`config.mk`:
```
export PLATFORM = sky130hd
export DESIGN_NAME = tlb_top
export DESIGN_NICKNAME = d
export VERILOG_FILES = /design/src/common/tlb_addr_pkg.sv /design/src/common/tlb_cfg_pkg.sv /design/src/common/tlb_lookup_if.sv /design/src/tlb_array/tlb_tag_cam.sv /design/src/tlb_array/tlb_repl.sv /design/src/tlb_array/tlb_page_store.sv /design/src/hw/tlb_req_decode.sv /design/src/hw/tlb_entry_mux.sv /design/src/hw/tlb_top.sv
export SDC_FILE = /design/constraint.sdc
export NUM_CORES = 1
export LEC_CHECK = 0
export BUFFER_PORTS_ARGS = -buffer_cell sky130_fd_sc_hd__buf_2
export CORE_UTILIZATION = 62
export DETAILED_ROUTE_END_ITERATION = 10
export GPL_TIMING_DRIVEN = 0
export PLACE_DENSITY_LB_ADDON = 0.2
export REMOVE_ABC_BUFFERS = 1
export SYNTH_ARGS = -nofsm -noshare
export SYNTH_HDL_FRONTEND = slang
export SYNTH_SLANG_ARGS = --single-unit
```
`constraint.sdc`:
```
create_clock -name clk_i -period 35.6 [get_ports clk_i]
set_input_delay 5.34 -clock clk_i [delete_from_list [all_inputs] [get_ports clk_i]]
set_output_delay 5.34 -clock clk_i [all_outputs]
set_load 0.05 [all_outputs]
```
`src/common/tlb_addr_pkg.sv`:
```
package tlb_addr_pkg;

  // Sv39 virtual tag is VPN[2:0], physical tag is PPN[2:0]
  localparam int vtag_width = 27;
  localparam int ptag_width = 28;

  // One level of the page table index
  localparam int page_idx_width = 9;

  // Tag bits below the gigapage level (VPN[1:0] / PPN[1:0])
  localparam int low_bits = 2 * page_idx_width;

  typedef logic [vtag_width-1:0] vtag_t;
  typedef logic [ptag_width-1:0] ptag_t;

endpackage

```
`src/common/tlb_cfg_pkg.sv`:
```
package tlb_cfg_pkg;

  // Ways per store
  localparam int els_4k = 8;
  localparam int els_1g = 2;

  // Read, write, execute, user, global, accessed, dirty
  localparam int flag_width = 7;

  // Physical tag in the top bits, flags below
  localparam int entry_width = tlb_addr_pkg::ptag_width + flag_width;

  typedef logic [entry_width-1:0] entry_t;

  // Part of an entry that a gigapage keeps: top PPN bits plus flags
  localparam int high_width =
    tlb_addr_pkg::ptag_width - tlb_addr_pkg::low_bits + flag_width;

endpackage

```
`src/common/tlb_lookup_if.sv`:
```
interface tlb_lookup_if;

  // Write side, one strobe per page size
  logic wr_4k;
  logic wr_1g;
  tlb_addr_pkg::vtag_t wr_vtag;

  // Rotated so that the flags sit above the physical tag
  tlb_cfg_pkg::entry_t wr_entry;

  // Read request, one cycle late
  logic rd_v_r;
  tlb_addr_pkg::vtag_t rd_vtag_r;

  modport decode (
    output wr_4k, wr_1g, wr_vtag, wr_entry, rd_v_r, rd_vtag_r
  );

  modport store (
    input wr_4k, wr_1g, wr_vtag, wr_entry, rd_v_r, rd_vtag_r
  );

endinterface

```
`src/tlb_array/tlb_tag_cam.sv`:
```
module tlb_tag_cam #(
  parameter int els_p       = tlb_cfg_pkg::els_4k,
  parameter int tag_width_p = tlb_addr_pkg::vtag_width
) (
  input  logic                   clk_i,
  input  logic                   reset_i,
  input  logic [els_p-1:0]       set_i,
  input  logic                   clear_i,
  input  logic [tag_width_p-1:0] w_tag_i,
  input  logic [tag_width_p-1:0] r_tag_i,
  output logic [els_p-1:0]       match_o,
  output logic [els_p-1:0]       empty_o
);

  logic [els_p-1:0]                  valid_r;
  logic [els_p-1:0][tag_width_p-1:0] tag_r;

  // Clear beats a write in the same cycle
  always_ff @(posedge clk_i)
    begin
      if (reset_i || clear_i)
        valid_r <= '0;
      else
        valid_r <= valid_r | set_i;
    end

  always_ff @(posedge clk_i)
    begin
      for (int i = 0; i < els_p; i++)
        begin
          if (set_i[i])
            tag_r[i] <= w_tag_i;
        end
    end

  always_comb
    begin
      for (int i = 0; i < els_p; i++)
        match_o[i] = valid_r[i] && (tag_r[i] == r_tag_i);
    end

  assign empty_o = ~valid_r;

  // Replacement must hand over a single way
  assert property (@(posedge clk_i) disable iff (reset_i) $onehot0(set_i));

endmodule

```
`src/tlb_array/tlb_repl.sv`:
```
module tlb_repl #(
  parameter int els_p = tlb_cfg_pkg::els_4k
) (
  input  logic             clk_i,
  input  logic             reset_i,
  input  logic             alloc_v_i,
  input  logic [els_p-1:0] empty_i,
  input  logic [els_p-1:0] touch_i,
  output logic [els_p-1:0] way_o
);

  localparam int lvl_lp = $clog2(els_p);

  // Heap ordered tree, a set bit means the victim lies to the right
  logic [els_p-2:0] lru_r;
  logic [els_p-2:0] lru_n;
  logic [els_p-1:0] lowest_empty;
  logic [els_p-1:0] plru_way;
  logic [els_p-1:0] used_way;

  assign lowest_empty = empty_i & (~empty_i + 1'b1);

  always_comb
    begin
      int node;
      node = 0;
      for (int l = 0; l < lvl_lp; l++)
        node = 2 * node + 1 + int'(lru_r[node]);
      plru_way = '0;
      plru_way[node - (els_p - 1)] = 1'b1;
    end

  assign way_o = (|empty_i) ? lowest_empty : plru_way;
  assign used_way = alloc_v_i ? way_o : touch_i;

  // Walk up from the used leaf and point every node the other way
  always_comb
    begin
      int leaf;
      int parent;
      lru_n = lru_r;
      leaf = 0;
      for (int i = 0; i < els_p; i++)
        begin
          if (used_way[i])
            leaf = i + els_p - 1;
        end
      for (int l = 0; l < lvl_lp; l++)
        begin
          parent = (leaf - 1) / 2;
          lru_n[parent] = (leaf == 2 * parent + 1);
          leaf = parent;
        end
    end

  always_ff @(posedge clk_i)
    begin
      if (reset_i)
        lru_r <= '0;
      else if (|used_way)
        lru_r <= lru_n;
    end

  assert property (@(posedge clk_i) disable iff (reset_i) alloc_v_i |-> $onehot(way_o));

endmodule

```
`src/tlb_array/tlb_page_store.sv`:
```
module tlb_page_store #(
  parameter int els_p        = tlb_cfg_pkg::els_4k,
  parameter int tag_width_p  = tlb_addr_pkg::vtag_width,
  parameter int data_width_p = tlb_cfg_pkg::entry_width,
  parameter bit gigapage_p   = 1'b0
) (
  input  logic                                clk_i,
  input  logic                                reset_i,
  tlb_lookup_if.store                         lk,
  input  logic                                flush_i,
  output logic [els_p-1:0]                    match_o,
  output logic [els_p-1:0][data_width_p-1:0]  data_o
);

  localparam int vtag_lp  = tlb_addr_pkg::vtag_width;
  localparam int entry_lp = tlb_cfg_pkg::entry_width;

  logic                    wr_v;
  logic [els_p-1:0]        empty;
  logic [els_p-1:0]        repl_way;
  logic [els_p-1:0]        set_way;
  logic [tag_width_p-1:0]  w_tag;
  logic [tag_width_p-1:0]  r_tag;
  logic [data_width_p-1:0] w_data;

  assign wr_v = gigapage_p ? lk.wr_1g : lk.wr_4k;

  // Gigapages only compare VPN[2]
  assign w_tag  = lk.wr_vtag[vtag_lp-1 -: tag_width_p];
  assign r_tag  = lk.rd_vtag_r[vtag_lp-1 -: tag_width_p];
  assign w_data = lk.wr_entry[entry_lp-1 -: data_width_p];

  assign set_way = {els_p{wr_v}} & repl_way;

  tlb_tag_cam #(
    .els_p       (els_p),
    .tag_width_p (tag_width_p)
  ) cam (
    .clk_i   (clk_i),
    .reset_i (reset_i),
    .set_i   (set_way),
    .clear_i (flush_i),
    .w_tag_i (w_tag),
    .r_tag_i (r_tag),
    .match_o (match_o),
    .empty_o (empty)
  );

  tlb_repl #(
    .els_p (els_p)
  ) repl (
    .clk_i     (clk_i),
    .reset_i   (reset_i),
    .alloc_v_i (wr_v),
    .empty_i   (empty),
    .touch_i   (match_o & {els_p{lk.rd_v_r}}),
    .way_o     (repl_way)
  );

  always_ff @(posedge clk_i)
    begin
      for (int i = 0; i < els_p; i++)
        begin
          if (set_way[i])
            data_o[i] <= w_data;
        end
    end

endmodule

```
`src/hw/tlb_req_decode.sv`:
```
module tlb_req_decode (
  input  logic                clk_i,
  input  logic                reset_i,
  input  logic                v_i,
  input  logic                w_i,
  input  logic                gigapage_i,
  input  tlb_addr_pkg::vtag_t vtag_i,
  input  tlb_cfg_pkg::entry_t entry_i,
  tlb_lookup_if.decode        lk
);

  localparam int flag_lp = tlb_cfg_pkg::flag_width;
  localparam int ptag_lp = tlb_addr_pkg::ptag_width;

  assign lk.wr_4k = v_i & w_i & ~gigapage_i;
  assign lk.wr_1g = v_i & w_i & gigapage_i;
  assign lk.wr_vtag = vtag_i;

  // Flags move to the top so a gigapage keeps one contiguous upper slice
  assign lk.wr_entry = {entry_i[flag_lp-1:0], entry_i[tlb_cfg_pkg::entry_width-1 -: ptag_lp]};

  always_ff @(posedge clk_i)
    begin
      if (reset_i)
        lk.rd_v_r <= 1'b0;
      else
        lk.rd_v_r <= v_i & ~w_i;
    end

  always_ff @(posedge clk_i)
    begin
      lk.rd_vtag_r <= vtag_i;
    end

endmodule

```
`src/hw/tlb_entry_mux.sv`:
```
module tlb_entry_mux (
  input  logic                                                         rd_v_r_i,
  input  tlb_addr_pkg::vtag_t                                          rd_vtag_r_i,
  input  logic [tlb_cfg_pkg::els_4k-1:0]                               match_4k_i,
  input  logic [tlb_cfg_pkg::els_4k-1:0][tlb_cfg_pkg::entry_width-1:0] data_4k_i,
  input  logic [tlb_cfg_pkg::els_1g-1:0]                               match_1g_i,
  input  logic [tlb_cfg_pkg::els_1g-1:0][tlb_cfg_pkg::high_width-1:0]  data_1g_i,
  output logic                                                         v_o,
  output tlb_cfg_pkg::entry_t                                          entry_o,
  output logic                                                         multi_hit_o
);

  localparam int low_lp  = tlb_addr_pkg::low_bits;
  localparam int high_lp = tlb_cfg_pkg::high_width;
  localparam int flag_lp = tlb_cfg_pkg::flag_width;

  logic                hit_4k;
  logic                hit_1g;
  logic [high_lp-1:0]  high_sel;
  logic [low_lp-1:0]   low_sel;
  logic [flag_lp-1:0]  r_flags;
  tlb_addr_pkg::ptag_t r_ptag;

  assign hit_4k = |match_4k_i;
  assign hit_1g = |match_1g_i;

  // AND-OR selection, matches are one-hot within a store
  always_comb
    begin
      high_sel = '0;
      low_sel  = hit_1g ? rd_vtag_r_i[low_lp-1:0] : '0;
      for (int i = 0; i < tlb_cfg_pkg::els_4k; i++)
        begin
          if (match_4k_i[i])
            begin
              high_sel = high_sel | data_4k_i[i][tlb_cfg_pkg::entry_width-1 -: high_lp];
              low_sel  = low_sel | data_4k_i[i][low_lp-1:0];
            end
        end
      for (int i = 0; i < tlb_cfg_pkg::els_1g; i++)
        begin
          if (match_1g_i[i])
            high_sel = high_sel | data_1g_i[i];
        end
    end

  // Undo the rotation, ptag back on top
  assign r_flags = high_sel[high_lp-1 -: flag_lp];
  assign r_ptag  = {high_sel[high_lp-flag_lp-1:0], low_sel};
  assign entry_o = {r_ptag, r_flags};

  assign v_o         = rd_v_r_i & (hit_4k ^ hit_1g);
  assign multi_hit_o = rd_v_r_i & hit_4k & hit_1g;

  // Duplicate tags inside one store would blend entries
  always_comb
    begin
      if (rd_v_r_i)
        assert ($onehot0(match_4k_i) && $onehot0(match_1g_i));
    end

endmodule

```
`src/hw/tlb_top.sv`:
```
module tlb_top (
  input  logic                clk_i,
  input  logic                reset_i,
  input  logic                flush_i,
  input  logic                v_i,
  input  logic                w_i,
  input  logic                gigapage_i,
  input  tlb_addr_pkg::vtag_t vtag_i,
  input  tlb_cfg_pkg::entry_t entry_i,
  output logic                v_o,
  output tlb_cfg_pkg::entry_t entry_o
);

  logic [tlb_cfg_pkg::els_4k-1:0]                               match_4k;
  logic [tlb_cfg_pkg::els_4k-1:0][tlb_cfg_pkg::entry_width-1:0] data_4k;
  logic [tlb_cfg_pkg::els_1g-1:0]                               match_1g;
  logic [tlb_cfg_pkg::els_1g-1:0][tlb_cfg_pkg::high_width-1:0]  data_1g;
  logic                                                         multi_hit;

  tlb_lookup_if lk ();

  tlb_req_decode decode (
    .clk_i      (clk_i),
    .reset_i    (reset_i),
    .v_i        (v_i),
    .w_i        (w_i),
    .gigapage_i (gigapage_i),
    .vtag_i     (vtag_i),
    .entry_i    (entry_i),
    .lk         (lk.decode)
  );

  // A 4k page shadowed by a gigapage is dropped wholesale
  tlb_page_store #(
    .els_p        (tlb_cfg_pkg::els_4k),
    .tag_width_p  (tlb_addr_pkg::vtag_width),
    .data_width_p (tlb_cfg_pkg::entry_width),
    .gigapage_p   (1'b0)
  ) store_4k (
    .clk_i   (clk_i),
    .reset_i (reset_i),
    .lk      (lk.store),
    .flush_i (flush_i | multi_hit),
    .match_o (match_4k),
    .data_o  (data_4k)
  );

  tlb_page_store #(
    .els_p        (tlb_cfg_pkg::els_1g),
    .tag_width_p  (tlb_addr_pkg::page_idx_width),
    .data_width_p (tlb_cfg_pkg::high_width),
    .gigapage_p   (1'b1)
  ) store_1g (
    .clk_i   (clk_i),
    .reset_i (reset_i),
    .lk      (lk.store),
    .flush_i (flush_i),
    .match_o (match_1g),
    .data_o  (data_1g)
  );

  tlb_entry_mux mux (
    .rd_v_r_i    (lk.rd_v_r),
    .rd_vtag_r_i (lk.rd_vtag_r),
    .match_4k_i  (match_4k),
    .data_4k_i   (data_4k),
    .match_1g_i  (match_1g),
    .data_1g_i   (data_1g),
    .v_o         (v_o),
    .entry_o     (entry_o),
    .multi_hit_o (multi_hit)
  );

endmodule

```
=== After elaboration in Yosys (flattened, before gate mapping) ===
Cells that the tools add are included.
W data, S select, Z words.

* Memories kept: 0
* Output and inout bits: 36
* ROM bits: 0
* Memory bits (writable): 0
* Word-level logic and storage cells: 198
* Input bits: 68
* Latch bits: 0
* Register bits after elaboration: 594

* Multiply operators: 0
* $add $sub $neg: 22
* $lt $le $gt $ge: 14
* Multiplexer cells: 54
* Equality and inequality tests: 14
* Reduce and logical (&&, ||, !) cells: 24
* Shifts and indexed selects: 0
* Bitwise gates (word level): 44
* Divide/modulo/power cells: 0

{| class="wikitable"
|+ Operators with widths
! cell !! count
|-
| $mux W32 || 8
|-
| $eq A27 B27 Y1 || 8
|-
| $mux W17 || 10
|-
| $mux W18 || 9
|-
| $or A17 B17 Y17 || 9
|-
| $or A18 B18 Y18 || 8
|-
| $add A32 B1 Y32 || 4
|-
| $add A32 B2 Y32 const B || 4
|-
| $eq A32 B32 Y1 || 4
|-
| $ge A32 B1 Y1 const B || 4
|-
| $sub A32 B2 Y32 const B || 4
|-
| $lt A32 B5 Y1 const B || 3
|-
| $lt A32 B2 Y1 const B || 1
|-
| $and A8 B8 Y8 || 3
|-
| $reduce_or A8 Y1 || 3
|-
| $bwmux W7 || 3
|-
| $eq A9 B9 Y1 || 2
|-
| $logic_and A1 B1 Y1 || 16
|-
| $mux W8 || 2
|-
| $not A8 Y8 || 2
|-
| $demux W1 S3 || 4
|-
| $and A1 B1 Y1 || 11
|-
| $mux W1 || 11
|-
| $ge A9 B1 Y1 const B || 1
|-
| other kinds (28) || 38
|}

=== Depth between registers and ports, before layout ===
* Word-level depth: 38
* Mapped depth: 45
* Gate-level depth less buffers: 43

=== Modules after synthesis ===
Synthesis repeated with hierarchy kept, for this count alone.

* Cell total of the unflattened synthesis: 1657
* Area total of the unflattened synthesis: 25520.7 um2

{| class="wikitable"
|+ By module, submodules not included
! module !! times used !! area each (um2) !! cells an instance
|-
| tlb_tag_cam at store_4k.cam || 1 || 9426.5 || 556
|-
| tlb_page_store at store_4k || 1 || 8508.2 || 296
|-
| tlb_repl at store_4k.repl || 1 || 2547.4 || 356
|-
| tlb_entry_mux || 1 || 2049.5 || 257
|-
| tlb_req_decode || 1 || 1053.5 || 93
|-
| tlb_page_store at store_1g || 1 || 1046.0 || 38
|-
| tlb_tag_cam at store_1g.cam || 1 || 815.8 || 53
|-
| tlb_repl at store_1g.repl || 1 || 67.6 || 7
|-
| tlb_top || 1 || 6.3 || 1
|}

=== Least setup slack after synthesis ===
Ideal clock, no wire load.

* Path kind: input -> register
* Start: input gigapage_i
* End: register store_4k.repl.lru_r[1]
* Path slack: 18.022 ns
* Library setup time: 0.123 ns
* Required time: 35.477 ns
* Cell stages on the path: 41
* Data arrival time: 17.455 ns
* Path through: nand3b_1 > nor2_1 > a21boi_0 > a221oi_1 > a211oi_1 > a211o_1 > a21boi_0 > nor2_1 > inv_1 > ha_1 > clkbuf_1 > xnor2_1 > ha_1 > nor2b_1 > or2_2 > clkbuf_1 > nand3_1 > nor3_1 > [... 5 more ...] > nand2_1 > nor4b_1 > o22ai_1 > o211ai_1 > clkbuf_1 > nor3_1 > o211ai_1 > nor2_1 > nor2_1 > nor2_1 > ha_1 > mux2_2 > o2bb2ai_1 > a211oi_1 > o311ai_0 > o211ai_2 > nand4_1 > mux2_1

* Longest elaborated chain between the ends: 25

{| class="wikitable"
|+ Ends and longest elaborated chain
! element !! line !! text
|-
| start, declared || tlb_top.sv:7 || <nowiki>input logic gigapage_i,</nowiki>
|-
| $not A1 Y1 (*) || tlb_req_decode.sv:15 || <nowiki>assign lk.wr_4k = v_i & w_i & ~gigapage_i;</nowiki>
|-
| $and A1 B1 Y1 (*) || tlb_req_decode.sv:15 ||
|-
| $mux W8 (*) || tlb_repl.sv:34 || <nowiki>assign used_way = alloc_v_i ? way_o : touch_i;</nowiki>
|-
| parallel branches: the longest is 22 deep, another holds $sub A32 B2 Y32 || -- ||
|-
| end signal, assigned || tlb_repl.sv:61 || <nowiki>lru_r <= lru_n;</nowiki>
|-
| end, declared || tlb_repl.sv:15 || <nowiki>logic [els_p-2:0] lru_r;</nowiki>
|}

Mark *: on every way between the ends.
A chain may end at the register's enable or synchronous reset.

=== Worst setup path in the final report ===
Ends and elaborated chain as after synthesis.

==> results.toml <==
[synthesis]
syn_area_mm2 = 0.0242
synth_edf_count = 548
yosysSeqAreaShare_pct = 71.7
yosysWarnings = 0
ys_seq_elements = 594
synth.avg_cell_area_um2 = 15.7
synth.top_cell.area_share_pct = 67.9
ys.flop_type = "edfxtp_1"
syn_inst = 1547
synthTopCellsByArea = "edfxtp_1, xnor2_1, dfxtp_1"
async_reset_ff_share_pct = 0
synth_top_cell_by_area = "edfxtp_1"
ys_types = 84

[pwr]
comb_power_share_pct = 7.4
switching_share_pct = 22.4
power_density_mw_per_mm2 = 54.4
leakage_nw = 9.04
pwr-share-seq_pct = 51.3
clkPwrFrac_pct = 41.3
netSwitchingPower_w = 0.000340
ir_worst_vdd_mv = 0.0632
power.internal_w = 0.00118

[placed_design]
place_congestion = 0.935
place_hpwl_um = 40200
io_buffers = 103
place_area_mm2 = 0.0259

[sta]
clock.fmax_mhz = 65.0
slew_violations = 0
setup_tns_ps = 0
hold_viol_final = 0
period_needed_ps = 15380
setup_violations = 0
fin_skew_ps = 19.6
slew_headroom_pct = 30.2
worst_slew_pin_slew_ps = 1040
rsz0062_at_grt = "false"
min_period_over_period_pct = 43.2

[worst_setup_path]
startpoint_type = "input port"
crit_family = "simple AND/OR/NAND/NOR gates"
max_stage_delay_ps = 940
crit_type = "input port to flop"
critPathRequiredTime_ps = 36090
path_buf_inv = 3
worstPathMaxFanout = 20
worstPathArrival_ps = 15870
crit_path_end_kind = "flop"
crit_slowest_cell = "a21oi_4"

[die]
fp.coreArea_mm2 = 0.0386
die_y_um = 200
die_area_mm2 = 0.0399
fp-row-count = 72
io_pins = 104
initial_core_util_pct = 62.8
die_w_um = 200

[clock_network]
clock_sinks = 594
path_clk_slew_ps = 60
cts_resized = 0
tritoncts = "built"
cts_setup_buffers = 0
cts_max_level = 2
root_buffer = "clkbuf_16"
clk_latency_ps = 620
clockBufferDepth = 3
numCtsBuffers = 57
cts_hold_buf = 0

[drt]
drt_iter0_markers = 2007
drtPass1Iterations = 8
num_vias = 14800
final_antenna_net_count = 0
avgRoutedWirePerCell_um = 27.7
wl_um = 62400
detail_route.vias_per_cell = 6.59
route.detailed.drc = 0

[global_route]
grt_pass1_vias = 14700
grt.total_usage_pct = 32.2
grt_max_degree = 39
overflow = 0
antenna_found_initial = 1
grt_pass1_wl_um = 91900

[layout]
nFillCells = 2481
drive_above_1_share_pct = 16.7
antennaDiodeCount = 0
fin_area_mm2 = 0.0278
syn_to_final_growth_pct = 14.9
fin_nets = 1766

[outcome]
status = "finished clean"

[run]
cap_violations = 0

[min_path]
holdCritPathClass = "flop to flop"
cell usage in the layout (no fill, tap or decap), types with 9 or more instances in the layout:
master     Yosys  final
buf_4          5     24
bufinv_16      0      9
mux2i_1       16     16
inv_1         18     17
ha_1          11     11
a22oi_1       88     88
xor2_1        60     60
nor3_1        20     18
o21ai_0       14     14
nand3_1       19     19
nor2_1        37     35
clkbuf_1      41      9
o21a_1        12     12
edfxtp_1     548    548
a21oi_1       26     23
nand4_1       98     98
dfxtp_1       46     46
clkbuf_16      0     57
buf_2         27    103
a222oi_1      52     52
clkinv_2       0     16
nor4_1        35     30
buf_12         0     17
and2_1         9      9
xnor2_1      184    184
nor4b_1        9      9
nand2_1       40     40
through the flow:
stage	cells	hold slack (ps)	power [W]	worst slack, ps	utilization (%)
floorplan	1473	463	0.000863	18220	-
global placement	2094	492	0.000898	11850	65.0
detailed placement	2146	520	0.000902	19930	67.1
CTS	2252	534	0.00152	20490	72.2
global route	2252	558	0.00156	19540	72.2
finish	2252	540	0.00152	20220	72.2
logic make-up (layout without fill, tap and decap cells):
family                     count (synthesis)  after routing  synth area share, %
AOI/OAI and AO/OA                        256            256                 8.44
xor gates and xnor gates                 244            244                 8.82
adders and majority gates                 12             12                0.609
buffers and inverters                     93            279                 1.69
DFF                                      594            594                 71.7
muxes                                     18             18                0.754
other                                      1              2               0.0155
and+or+nand+nor                          329            329                 7.96
Yosys cell counts, types with 4 or more instances:
cell      count
or2_2         6
nand4_1      98
and4_1        6
a21boi_0      5
ha_1         11
buf_2        27
o21a_1       12
nand2b_1      6
nor2b_1       8
and3_1        8
a21oi_1      26
or4_1         5
or3_1         5
edfxtp_1    548
nor4b_1       9
clkbuf_1     41
nor3_1       20
buf_4         5
xor2_1       60
o31a_1        4
xnor2_1     184
inv_1        18
mux2i_1      16
nor2_1       37
nand3_1      19
a211oi_1      6
nor4_1       35
o21ai_0      14
nand2_1      40
a22oi_1      88
a21o_1        4
a222oi_1     52
and2_1        9
o221ai_1      5
dfxtp_1      46
path summary, 6_finish.rpt:
check / startpoint / to / slack, ps / cells past startpoint
worst max-delay path: gigapage_i / store_4k.repl.lru_r[1] / 20220 / 40
worst min-delay path: store_1g.cam.valid_r[1] / store_1g.cam.valid_r[1] / 540 / 1
worst max register to register: decode.lk.rd_vtag_r[24] / store_4k.repl.lru_r[1] / 23140 / 44
worst min register to register: store_1g.cam.valid_r[1] / store_1g.cam.valid_r[1] / 540 / 1
routing by layer:
| layer | vias up | share of wire, % | track usage, % |
|---|---|---|---|
| met3 | 128 | 10 | 5.84 |
| met2 | 886 | 47 | 49.8 |
| met4 | 2 | 3.1 | 12.9 |
| li1 | 6455 | - | - |
| met5 | - | 0.019 | 0 |
| met1 | 7373 | 40 | 45.6 |
sequential cells by signal, summed over array words and instances, names as in the netlist:
signal / count
store_4k.data_o: 280
store_4k.cam.tag_r: 216
store_1g.data_o: 34
decode.lk.rd_vtag_r: 27
store_1g.cam.tag_r: 18
store_4k.cam.valid_r: 8
store_4k.repl.lru_r: 7
store_1g.cam.valid_r: 2
decode.lk.rd_v_r: 1
store_1g.repl.lru_r: 1
worst reg2reg max path, delay by kind of cell (launching register included):
kind | cells | cell delay, ps
buffers and inverters | 5 | 820
XOR/XNOR | 1 | 200
multiplexers | 2 | 690
AO/OA/AOI/OAI | 13 | 3010
adder cells (fa/ha/maj) | 5 | 1260
AND/OR/NAND/NOR | 18 | 5480
flip-flops | 1 | 920
cell type report:
class / count / area (µm²) / area share [%]
Clock buffer: 70 / 1520 / 5.44
Inverter: 18 / 70.1 / 0.252
Sequential cell: 594 / 17400 / 62.4
Timing Repair Buffer: 155 / 1210 / 4.35
Tap cell: 518 / 648 / 2.33
Clock inverter: 36 / 443 / 1.59
Multi-Input combinational cell: 861 / 6580 / 23.6
power by group through the flow:
stage / clock network, W / registers, W / logic, W
global route: 0.000658 / 0.000777 / 0.000123
CTS: 0.000629 / 0.000777 / 0.000111
global placement: 0 / 0.000793 / 0.000106
finish: 0.000625 / 0.000777 / 0.000113
floorplan: 0 / 0.000788 / 0.0000745
detailed placement: 0 / 0.000792 / 0.000110
Note: power is estimated with default switching activity, not from simulation.
